==> src/design/pipeCtrlPkg.sv <==
package pipeCtrlPkg;

    // ##################################################
    // widths and fixed addresses
    // ##################################################
    localparam int PC_W        = 32;
    localparam int QUEUE_DEPTH = 4;                         // issue queue entries
    localparam int QPTR_W      = $clog2(QUEUE_DEPTH);
    localparam int QCNT_W      = $clog2(QUEUE_DEPTH + 1);   // count has to reach a full queue

    typedef logic [PC_W-1:0]   pcT;
    typedef logic [QPTR_W-1:0] qPtrT;
    typedef logic [QCNT_W-1:0] qCntT;

    localparam pcT RESET_PC    = 32'h0000_1000;   // first fetch after reset
    localparam pcT EXCP_VECTOR = 32'h0000_0100;   // exceptions and interrupts land here
    localparam pcT PC_STEP     = 32'd4;

    // ##################################################
    // pipeline token and hazard strobes
    // ##################################################

    // one instruction as it travels down the pipe
    typedef struct packed {
        logic valid;
        pcT   pc;
    } stageTok;

    typedef struct packed {
        logic stallF;     // pc generator hold
        logic stallF2;
        logic flushF2;
        logic stallF3;
        logic flushF3;
        logic stallD;
        logic flushD;
        logic stallI;     // queue does not accept the D token
        logic stallIDe;   // queue does not dequeue into I
        logic flushI;
        logic flushQue;
        logic stallE;
        logic flushE;
        logic stallM;
        logic flushM;
        logic stallM2;
        logic flushM2;
        logic flushM3;
        logic flushW;
    } hazCtrl;

    typedef enum logic [1:0] {IDLE, EXCP_PEND, BRANCH_PEND} redirState;

    // next value of a stage register given its predecessor
    // prevGo low means the predecessor is held and only a bubble moves on
    function automatic stageTok stageNext(stageTok cur, stageTok prev, logic prevGo,
                                          logic stall, logic flush);
        stageTok nxt;
        nxt = cur;
        if (flush) begin
            nxt.valid = 1'b0;
        end else if (!stall) begin
            nxt.valid = prev.valid && prevGo;
            nxt.pc    = prev.pc;
        end
        return nxt;
    endfunction

endpackage

==> src/design/backEnd.sv <==
`timescale 1ns/10ps

module backEnd (
    input  logic                 clk,
    input  logic                 reset,
    input  pipeCtrlPkg::hazCtrl  ctl,
    input  pipeCtrlPkg::stageTok iTok,
    input  pipeCtrlPkg::pcT      branchPc,
    input  pipeCtrlPkg::pcT      branchTarget,
    input  pipeCtrlPkg::pcT      excpPc,
    input  logic                 irq,
    output logic                 branchM,
    output logic                 excpM,
    output logic                 excpW,
    output logic                 redirValid,
    output pipeCtrlPkg::pcT      redirPc,
    output logic                 retireValid,
    output pipeCtrlPkg::pcT      retirePc
);

    pipeCtrlPkg::stageTok eTok;
    pipeCtrlPkg::stageTok mTok;
    pipeCtrlPkg::stageTok m2Tok;
    pipeCtrlPkg::stageTok m3Tok;
    pipeCtrlPkg::stageTok wTok;

    // ##################################################
    // events seen in M and W
    // ##################################################
    assign excpM   = mTok.valid && (mTok.pc == excpPc);
    assign branchM = mTok.valid && (mTok.pc == branchPc) && !excpM;
    assign excpW   = irq && wTok.valid;            // interrupts are taken on a live W token

    assign redirValid = excpW || excpM || branchM;

    always_comb begin
        if (excpW || excpM) begin
            redirPc = pipeCtrlPkg::EXCP_VECTOR;
        end else begin
            redirPc = branchTarget;
        end
    end

    // ##################################################
    // stage registers
    // ##################################################
    always_ff @(posedge clk) begin
        if (reset) begin
            eTok.valid  <= 1'b0;
            mTok.valid  <= 1'b0;
            m2Tok.valid <= 1'b0;
            m3Tok.valid <= 1'b0;
            wTok.valid  <= 1'b0;
        end else begin
            eTok  <= pipeCtrlPkg::stageNext(eTok, iTok, !ctl.stallIDe, ctl.stallE, ctl.flushE);
            mTok  <= pipeCtrlPkg::stageNext(mTok, eTok, !ctl.stallE, ctl.stallM, ctl.flushM);
            // a faulting M token never reaches M2
            m2Tok <= pipeCtrlPkg::stageNext(m2Tok, mTok, !ctl.stallM && !excpM,
                                            ctl.stallM2, ctl.flushM2);
            m3Tok <= pipeCtrlPkg::stageNext(m3Tok, m2Tok, !ctl.stallM2, 1'b0, ctl.flushM3);
            wTok  <= pipeCtrlPkg::stageNext(wTok, m3Tok, 1'b1, 1'b0, ctl.flushW);  // no stall here
        end
    end

    // interrupted W token is dropped and not retired
    assign retireValid = wTok.valid && !excpW;
    assign retirePc    = wTok.pc;

endmodule

==> src/design/decodeIssue.sv <==
`timescale 1ns/10ps

module decodeIssue (
    input  logic                 clk,
    input  logic                 reset,
    input  pipeCtrlPkg::hazCtrl  ctl,
    input  pipeCtrlPkg::stageTok f3Tok,
    output pipeCtrlPkg::stageTok iTok,
    output logic                 overflowI
);

    pipeCtrlPkg::stageTok dTok;
    pipeCtrlPkg::pcT      qMem [pipeCtrlPkg::QUEUE_DEPTH];
    pipeCtrlPkg::qPtrT    rdPtr;
    pipeCtrlPkg::qPtrT    wrPtr;
    pipeCtrlPkg::qCntT    count;
    logic                 qEmpty;
    logic                 pushReq;
    logic                 popEn;
    logic                 bypass;
    logic                 qWrite;
    logic                 qRead;

    assign qEmpty    = (count == '0);
    assign overflowI = (count == pipeCtrlPkg::qCntT'(pipeCtrlPkg::QUEUE_DEPTH));

    assign pushReq = dTok.valid && !ctl.stallI && !ctl.flushQue;
    assign popEn   = !ctl.stallIDe;
    assign bypass  = pushReq && popEn && qEmpty;    // empty queue lets D go straight to I
    assign qWrite  = pushReq && !bypass;
    assign qRead   = popEn && !qEmpty && !ctl.flushQue;

    // decode register
    always_ff @(posedge clk) begin
        if (reset) begin
            dTok.valid <= 1'b0;
        end else begin
            dTok <= pipeCtrlPkg::stageNext(dTok, f3Tok, !ctl.stallF3, ctl.stallD, ctl.flushD);
        end
    end

    // ##################################################
    // issue queue
    // ##################################################
    always_ff @(posedge clk) begin
        if (qWrite) begin
            qMem[wrPtr] <= dTok.pc;
        end
    end

    always_ff @(posedge clk) begin
        if (reset || ctl.flushQue) begin
            rdPtr <= '0;
            wrPtr <= '0;
            count <= '0;
        end else begin
            if (qWrite) begin
                wrPtr <= (wrPtr == pipeCtrlPkg::qPtrT'(pipeCtrlPkg::QUEUE_DEPTH - 1)) ?
                         '0 : wrPtr + 1'b1;
            end
            if (qRead) begin
                rdPtr <= (rdPtr == pipeCtrlPkg::qPtrT'(pipeCtrlPkg::QUEUE_DEPTH - 1)) ?
                         '0 : rdPtr + 1'b1;
            end
            case ({qWrite, qRead})
                2'b10:   count <= count + 1'b1;
                2'b01:   count <= count - 1'b1;
                default: count <= count;
            endcase
        end
    end

    // issued token register
    always_ff @(posedge clk) begin
        if (reset) begin
            iTok.valid <= 1'b0;
        end else if (ctl.flushI) begin
            iTok.valid <= 1'b0;
        end else if (popEn) begin
            iTok.valid <= qRead || bypass;
            iTok.pc    <= qEmpty ? dTok.pc : qMem[rdPtr];
        end
    end

endmodule

==> src/design/fetchUnit.sv <==
`timescale 1ns/10ps

module fetchUnit (
    input  logic                 clk,
    input  logic                 reset,
    input  pipeCtrlPkg::hazCtrl  ctl,
    input  logic                 redirValid,
    input  pipeCtrlPkg::pcT      redirPc,
    input  logic                 iWait,
    output pipeCtrlPkg::stageTok f3Tok
);

    pipeCtrlPkg::stageTok f2Tok;     // address presented to the instruction memory
    pipeCtrlPkg::stageTok pendTok;   // redirect parked while F2 is held
    pipeCtrlPkg::pcT      seqPc;
    logic                 takeRedir;
    logic                 f2Go;

    // a redirect only counts in a cycle where the hazard unit acts on it
    assign takeRedir = redirValid && ctl.flushF2;

    // an empty F2 slot refetches its pc instead of skipping it
    assign seqPc = f2Tok.valid ? f2Tok.pc + pipeCtrlPkg::PC_STEP : f2Tok.pc;

    // F2 hands its token over only when the memory has answered
    assign f2Go = !ctl.stallF2 && !iWait && !ctl.flushF2;

    // ##################################################
    // pc generator and F2
    // ##################################################
    always_ff @(posedge clk) begin
        if (reset) begin
            f2Tok.valid   <= 1'b0;
            f2Tok.pc      <= pipeCtrlPkg::RESET_PC;
            pendTok.valid <= 1'b0;
        end else if (takeRedir && ctl.stallF) begin
            f2Tok.valid   <= 1'b0;          // flush wins over the stall
            pendTok.valid <= 1'b1;
            pendTok.pc    <= redirPc;
        end else if (takeRedir) begin
            f2Tok.valid   <= 1'b1;
            f2Tok.pc      <= redirPc;
            pendTok.valid <= 1'b0;
        end else if (!ctl.stallF) begin
            f2Tok.valid   <= 1'b1;
            pendTok.valid <= 1'b0;
            if (pendTok.valid) begin
                f2Tok.pc <= pendTok.pc;     // parked target goes out first
            end else begin
                f2Tok.pc <= seqPc;
            end
        end
    end

    // ##################################################
    // F3
    // ##################################################
    always_ff @(posedge clk) begin
        if (reset) begin
            f3Tok.valid <= 1'b0;
        end else begin
            f3Tok <= pipeCtrlPkg::stageNext(f3Tok, f2Tok, f2Go, ctl.stallF3, ctl.flushF3);
        end
    end

endmodule

==> src/design/hazard.sv <==
`timescale 1ns/10ps

module hazard (
    input  logic                clk,
    input  logic                reset,
    input  logic                iWait,
    input  logic                dWait,
    input  logic                eWait,
    input  logic                overflowI,
    input  logic                branchM,
    input  logic                excpM,
    input  logic                excpW,
    output pipeCtrlPkg::hazCtrl ctl
);

    pipeCtrlPkg::redirState state;      // a redirect that met an instruction-memory wait
    pipeCtrlPkg::redirState stateNxt;

    always_ff @(posedge clk) begin
        if (reset) begin
            state <= pipeCtrlPkg::IDLE;
        end else begin
            state <= stateNxt;
        end
    end

    // ##################################################
    // priority chain, highest first
    // ##################################################
    always_comb begin
        ctl      = '0;
        stateNxt = state;
        if (excpW || excpM) begin
            ctl.flushF2  = 1'b1;
            ctl.flushF3  = 1'b1;
            ctl.flushD   = 1'b1;
            ctl.flushI   = 1'b1;
            ctl.flushQue = 1'b1;
            ctl.flushE   = 1'b1;
            ctl.flushM   = 1'b1;
            if (excpW) begin                // the whole back end is younger than W
                ctl.flushM2 = 1'b1;
                ctl.flushM3 = 1'b1;
                ctl.flushW  = 1'b1;
            end
            if (iWait) begin
                ctl.stallF  = 1'b1;
                ctl.stallF2 = 1'b1;
                stateNxt    = pipeCtrlPkg::EXCP_PEND;
            end
        end else if (dWait) begin
            ctl.stallF   = 1'b1;
            ctl.stallF2  = 1'b1;
            ctl.stallF3  = 1'b1;
            ctl.stallD   = 1'b1;
            ctl.stallI   = 1'b1;
            ctl.stallIDe = 1'b1;
            ctl.stallE   = 1'b1;
            ctl.stallM   = 1'b1;
            ctl.stallM2  = 1'b1;
            ctl.flushM3  = 1'b1;            // W sees a bubble behind the waiting load
        end else if (branchM) begin
            // the branch itself carries on into M2
            ctl.flushF2  = 1'b1;
            ctl.flushF3  = 1'b1;
            ctl.flushD   = 1'b1;
            ctl.flushI   = 1'b1;
            ctl.flushQue = 1'b1;
            ctl.flushE   = 1'b1;
            ctl.flushM   = 1'b1;
            if (iWait) begin
                ctl.stallF  = 1'b1;
                ctl.stallF2 = 1'b1;
                stateNxt    = pipeCtrlPkg::BRANCH_PEND;
            end
        end else if (eWait) begin
            // the queue keeps accepting from D while nothing dequeues into I
            ctl.stallIDe = 1'b1;
            ctl.stallE   = 1'b1;
            ctl.flushM   = 1'b1;            // nothing leaves E while the unit is busy
            if (overflowI) begin
                ctl.stallF  = 1'b1;
                ctl.stallF2 = 1'b1;
                ctl.stallF3 = 1'b1;
                ctl.stallD  = 1'b1;
                ctl.stallI  = 1'b1;
            end else if (iWait) begin
                ctl.stallF  = 1'b1;
                ctl.stallF2 = 1'b1;
                ctl.flushF3 = 1'b1;
            end
        end else if (overflowI) begin
            // the queue keeps draining into I
            ctl.stallF  = 1'b1;
            ctl.stallF2 = 1'b1;
            ctl.stallF3 = 1'b1;
            ctl.stallD  = 1'b1;
            ctl.stallI  = 1'b1;
        end else if (iWait) begin
            ctl.stallF  = 1'b1;
            ctl.stallF2 = 1'b1;
            ctl.flushF3 = 1'b1;
        end

        // once fetch runs again the stale front end is cleared one more time
        if (!ctl.stallF2 && state != pipeCtrlPkg::IDLE) begin
            ctl.flushF3 = 1'b1;
            ctl.flushD  = 1'b1;
            stateNxt    = pipeCtrlPkg::IDLE;
        end
    end

endmodule

==> src/design/pipeTop.sv <==
`timescale 1ns/10ps

module pipeTop (
    input  logic            clk,
    input  logic            reset,
    input  logic            iWait,       // instruction memory not ready
    input  logic            dWait,       // data memory not ready
    input  logic            eWait,       // multi-cycle execute busy
    input  logic            irq,
    input  pipeCtrlPkg::pcT branchPc,
    input  pipeCtrlPkg::pcT branchTarget,
    input  pipeCtrlPkg::pcT excpPc,
    output logic            retireValid,
    output pipeCtrlPkg::pcT retirePc
);

    pipeCtrlPkg::hazCtrl  ctl;
    pipeCtrlPkg::stageTok f3Tok;
    pipeCtrlPkg::stageTok iTok;
    pipeCtrlPkg::pcT      redirPc;
    logic                 redirValid;
    logic                 branchM;
    logic                 excpM;
    logic                 excpW;
    logic                 overflowI;

    hazard u_hazard (
        .clk       (clk),
        .reset     (reset),
        .iWait     (iWait),
        .dWait     (dWait),
        .eWait     (eWait),
        .overflowI (overflowI),
        .branchM   (branchM),
        .excpM     (excpM),
        .excpW     (excpW),
        .ctl       (ctl)
    );

    fetchUnit u_fetchUnit (
        .clk        (clk),
        .reset      (reset),
        .ctl        (ctl),
        .redirValid (redirValid),
        .redirPc    (redirPc),
        .iWait      (iWait),
        .f3Tok      (f3Tok)
    );

    decodeIssue u_decodeIssue (
        .clk       (clk),
        .reset     (reset),
        .ctl       (ctl),
        .f3Tok     (f3Tok),
        .iTok      (iTok),
        .overflowI (overflowI)
    );

    backEnd u_backEnd (
        .clk          (clk),
        .reset        (reset),
        .ctl          (ctl),
        .iTok         (iTok),
        .branchPc     (branchPc),
        .branchTarget (branchTarget),
        .excpPc       (excpPc),
        .irq          (irq),
        .branchM      (branchM),
        .excpM        (excpM),
        .excpW        (excpW),
        .redirValid   (redirValid),
        .redirPc      (redirPc),
        .retireValid  (retireValid),
        .retirePc     (retirePc)
    );

endmodule

==> config.mk <==
export PLATFORM = sky130hd
export DESIGN_NAME = pipeTop
export DESIGN_NICKNAME = d
export VERILOG_FILES = /design/src/design/pipeCtrlPkg.sv /design/src/design/backEnd.sv /design/src/design/decodeIssue.sv /design/src/design/fetchUnit.sv /design/src/design/hazard.sv /design/src/design/pipeTop.sv
export SDC_FILE = /design/constraint.sdc
export NUM_CORES = 1
export LEC_CHECK = 0
export ABC_AREA = 1
export BUFFER_PORTS_ARGS = -buffer_cell sky130_fd_sc_hd__clkbuf_2
export CAP_MARGIN = 20
export CORE_MARGIN = 4
export CORE_UTILIZATION = 45
export DETAILED_ROUTE_END_ITERATION = 16
export SETUP_SLACK_MARGIN = 0.4
export SYNTH_ARGS = -nofsm -noshare
export SYNTH_HDL_FRONTEND = slang
export SYNTH_HIERARCHICAL = 1
export SYNTH_SLANG_ARGS = --single-unit
==> constraint.sdc <==
create_clock -name clk -period 8 [get_ports clk]
set_input_delay 0.4 -clock clk [delete_from_list [all_inputs] [get_ports clk]]
set_output_delay 0.4 -clock clk [all_outputs]
set_load 0.02 [all_outputs]
==> run_results.csv <==
group,metric,value,unit
outcome,outcome,"completed",
synth,synth_edf_count,416,
global_route,antenna_found_initial,0,
sta,clock.fmax,239,MHz
clock_tree,cts_tree,"done",
finish,final_area,0.0224,sq mm
synth,synthCells,1851,
worst_setup_path,ff2ff_setup_slack,3.82,ns
synth,synth_top_area_share,62.7,%
clock_tree,cts_buffers,49,
detailed_routing,wl,43100,um
place,place_congestion,0.912,
clock_tree,htreeDepth,2,
place,port_buffers,134,
floorplan,die_w,218,um
worst_setup_path,cp-end-kind,"register",
synth,netlist_top_cells_area,"edfxtp_1, nand2_1, dfxtp_1",
worst_setup_path,worstPathRequired,8.49,ns
hold_path,hp-start,"branchTarget[8]",
worst_setup_path,path_max_fanout,46,
detailed_routing,first_iter_violations,924,
sta,setup_viol_count_final,0,
clock_tree,clock-sinks,469,
floorplan,initial_core_util,45.8,%
finish,n_antenna_cell,0,
synth,synth_nets,1961,
worst_setup_path,crit_slowest_cell,"nand2_2",
place,place_area,0.0209,sq mm
global_route,grt_pass1_vias,12300,
hold_path,min_path_cells,2,
finish,final_nets,2075,
sta,holdWs,0.144,ns
finish,area_growth,12.4,%
synth,ys_top_cells_by_count,"nand2_1, edfxtp_1, nor2_1",
power_and_ir_drop,power.density,230,mW/mm^2
global_route,grt_first_pass_wirelength,67800,um
worst_setup_path,ff2ff_path_depth,19,
worst_setup_path,startpoint,"u_backEnd/mTok[17]$_DFFE_PP_",
clock_tree,clock_path_buffers,3,
sta,worst_slew_margin_rel,46.0,%
floorplan,die_h,218,um
worst_setup_path,rr_startpoint,"u_backEnd/mTok[17]$_DFFE_PP_",
floorplan,core.rowCount,76,
worst_setup_path,cp-start-kind,"register",
place,hpwl,29300,um
synth,synth.distinct_cells,46,
synth,syn_area,0.0199,sq mm
sta,slew_viol_final,0,
floorplan,core_area,0.0435,sq mm
worst_setup_path,setup.worst_path.class,"register to register",
floorplan,pin_count,135,
worst_setup_path,path_cells,"inv_1 -> nand2_1 -> o21ai_0 -> nor2_1 -> nand2_1 -> nor3_1 -> nand3_1 -> nor2_1 -> nor2_1 -> nand2_1 -> nand2_4 -> nand2_1 -> buf_4 -> inv_2 -> o21ai_2 -> nand2_2 -> inv_2 -> nand2_1 -> a21oi_2",
sta,fin_crit_sh,52.2,%
global_route,grt_max_degree,66,
finish,final_cell_count_no_fill,2588,
synth,synth-main-ff-cell,"edfxtp_1",
detailed_routing,ant_nets,0,
clock_tree,post_cts_resized,0,
detailed_routing,via_count,12600,
worst_setup_path,crit-reg2reg-capture,"u_fetchUnit/f2Tok[25]$_SDFFE_PP0P_",
detailed_routing,drc_errors,0,
synth,synth_seq_cells,469,
synth,synthArstFlopShare,0,%
power_and_ir_drop,peakVddDrop,0.156,mV
power_and_ir_drop,power.leakage,8.93,nW
floorplan,die_area,0.0477,sq mm
sta,period_minus_slack,4.18,ns
detailed_routing,drtPass1Iterations,5,
worst_setup_path,cp.arrival,4.67,ns
sta,tightest_slew,0.810,ns
synth,synth.largest_area_cell,"edfxtp_1",
global_route,grt_usage,18.1,%
clock_tree,hold_buffers,0,
sta,finalHoldViolations,0,
synth,yosysMostFrequentCell,"nand2_1",
sta,rsz0062_at_grt,"no",
worst_setup_path,crit_top_cell,"nand2_1",
place,dpl.cell_count,2499,
clock_tree,clk_pin_slew,0.06,ns
synth,syn_avg_cell_area,10.8,sq um
job,drv_cap,0,
detailed_routing,vias_per_cell,4.87,
finish,drive_above_1_share,15.2,%
synth,yosysWarnings,6,
detailed_routing,wl_per_cell,16.6,um
clock_tree,insertion_delay,0.56,ns
sta,clock_skew,0.0139,ns
hold_path,hold-path-endpoint,"u_fetchUnit/pendTok[8]$_DFFE_PP_",
sta,fin_tns_setup,0,ns
synth,yosysSeqAreaShare,68.0,%
global_route,grt-ovfl-total,0,
clock_tree,root_buffer,"clkbuf_16",
clock_tree,cts_setup_buffers,0,
hold_path,min-delay-path-class,"input port to register",
worst_setup_path,critPathMaxStageDelay,0.43,ns
[critical path, delay by kind of cell (launching register included)]
family	cells	cell delay (ns)
compound gates	3	0.45
flops	1	0.42
buf+inv	4	1.21
simple gates	12	2.00
[placed cells by master, fill, tap and decap left out, drive strengths merged]
master	instances
or2	16
o21ai	108
inv	198
dfxtp	53
xnor2	13
o211ai	5
a21oi	35
nor3	19
nor4	2
clkbuf	203
nor4b	1
buf	21
a31oi	5
nand3b	3
nand3	54
a2111oi	2
xor2	14
o21bai	5
and3b	1
fa	1
nand4	15
clkinv	21
bufinv	1
edfxtp	416
ha	7
o22ai	4
nand2	474
nor3b	2
a211oi	2
and2	3
nor2	299
[cells by family (layout without fill, tap and decap cells)]
kind of cell	count (synthesis)	count (layout)	share of synthesized area [%]
adder cells (fa/ha/maj)	8	8	0.540
buffers and inverters	292	444	6.90
XOR/XNOR	27	27	1.19
flip-flops	469	469	68.0
AND/OR/NAND/NOR	889	889	18.8
AO/OA/AOI/OAI	166	166	4.53
[final cells by class]
type	count	area, sq um
fillers	3829	21100
multi-input cells	1090	5030
inverters	200	751
well taps	585	732
repair buffers	155	848
clock inverters	20	113
flip-flops and latches	469	13600
clock buffers	69	1350
[per-layer routing]
metal	global-route usage (%)	vias to the layer above	share of wire (%)
met5	0	-	0
met4	5.33	0	2.1
met3	2.43	61	5.6
met2	30.8	350	48
met1	24.4	5883	44
li1	-	6300	-
[how the worst max path moves through the flow]
stage | cells past startpoint | slack (ns) | end
global placement | 19 | 3.88 | u_fetchUnit/f2Tok[26]$_SDFFE_PP0P_
floorplan | 15 | 3.70 | u_fetchUnit/f3Tok[0]$_DFFE_PP_
global route | 19 | 3.42 | u_fetchUnit/f2Tok[23]$_SDFFE_PP0P_
detailed placement | 19 | 3.78 | u_fetchUnit/f2Tok[26]$_SDFFE_PP0P_
CTS | 19 | 3.78 | u_fetchUnit/f2Tok[26]$_SDFFE_PP0P_
finish | 19 | 3.82 | u_fetchUnit/f2Tok[25]$_SDFFE_PP0P_
[flip-flops by register name (all words and copies together), names as in the netlist, named ones only]
| signal | count |
|---|---|
| u_decodeIssue/rdPtr | 2 |
| u_backEnd/m3Tok | 33 |
| u_decodeIssue/wrPtr | 2 |
| u_decodeIssue/qMem | 128 |
| u_backEnd/retirePc | 32 |
| u_fetchUnit/pendTok | 33 |
| u_fetchUnit/f3Tok | 33 |
| u_backEnd/eTok | 33 |
| u_hazard/state | 2 |
| u_decodeIssue/dTok | 33 |
| u_decodeIssue/count | 3 |
| u_decodeIssue/iTok | 33 |
| u_backEnd/m2Tok | 33 |
| u_backEnd/wTok | 1 |
| u_fetchUnit/f2Tok | 33 |
| u_backEnd/mTok | 33 |
[stage by stage]
| step | utilization, % | power [mW] | worst slack (ns) |
|---|---|---|---|
| after floorplan | - | 3.02 | 3.70 |
| after detailed placement | 48.1 | 3.14 | 3.78 |
| after global routing | 51.5 | 5.38 | 3.42 |
| final | 51.5 | 5.16 | 3.82 |
| after CTS | 51.5 | 5.23 | 3.78 |
| after global placement | 48.1 | 3.13 | 3.88 |
[report_power, final]
part | switching [mW] | internal (mW)
clock network | 0.867 | 1.20
registers | 0.0366 | 2.74
logic | 0.214 | 0.0965
total | 1.12 | 4.04
(Power assumes the default switching activity.)
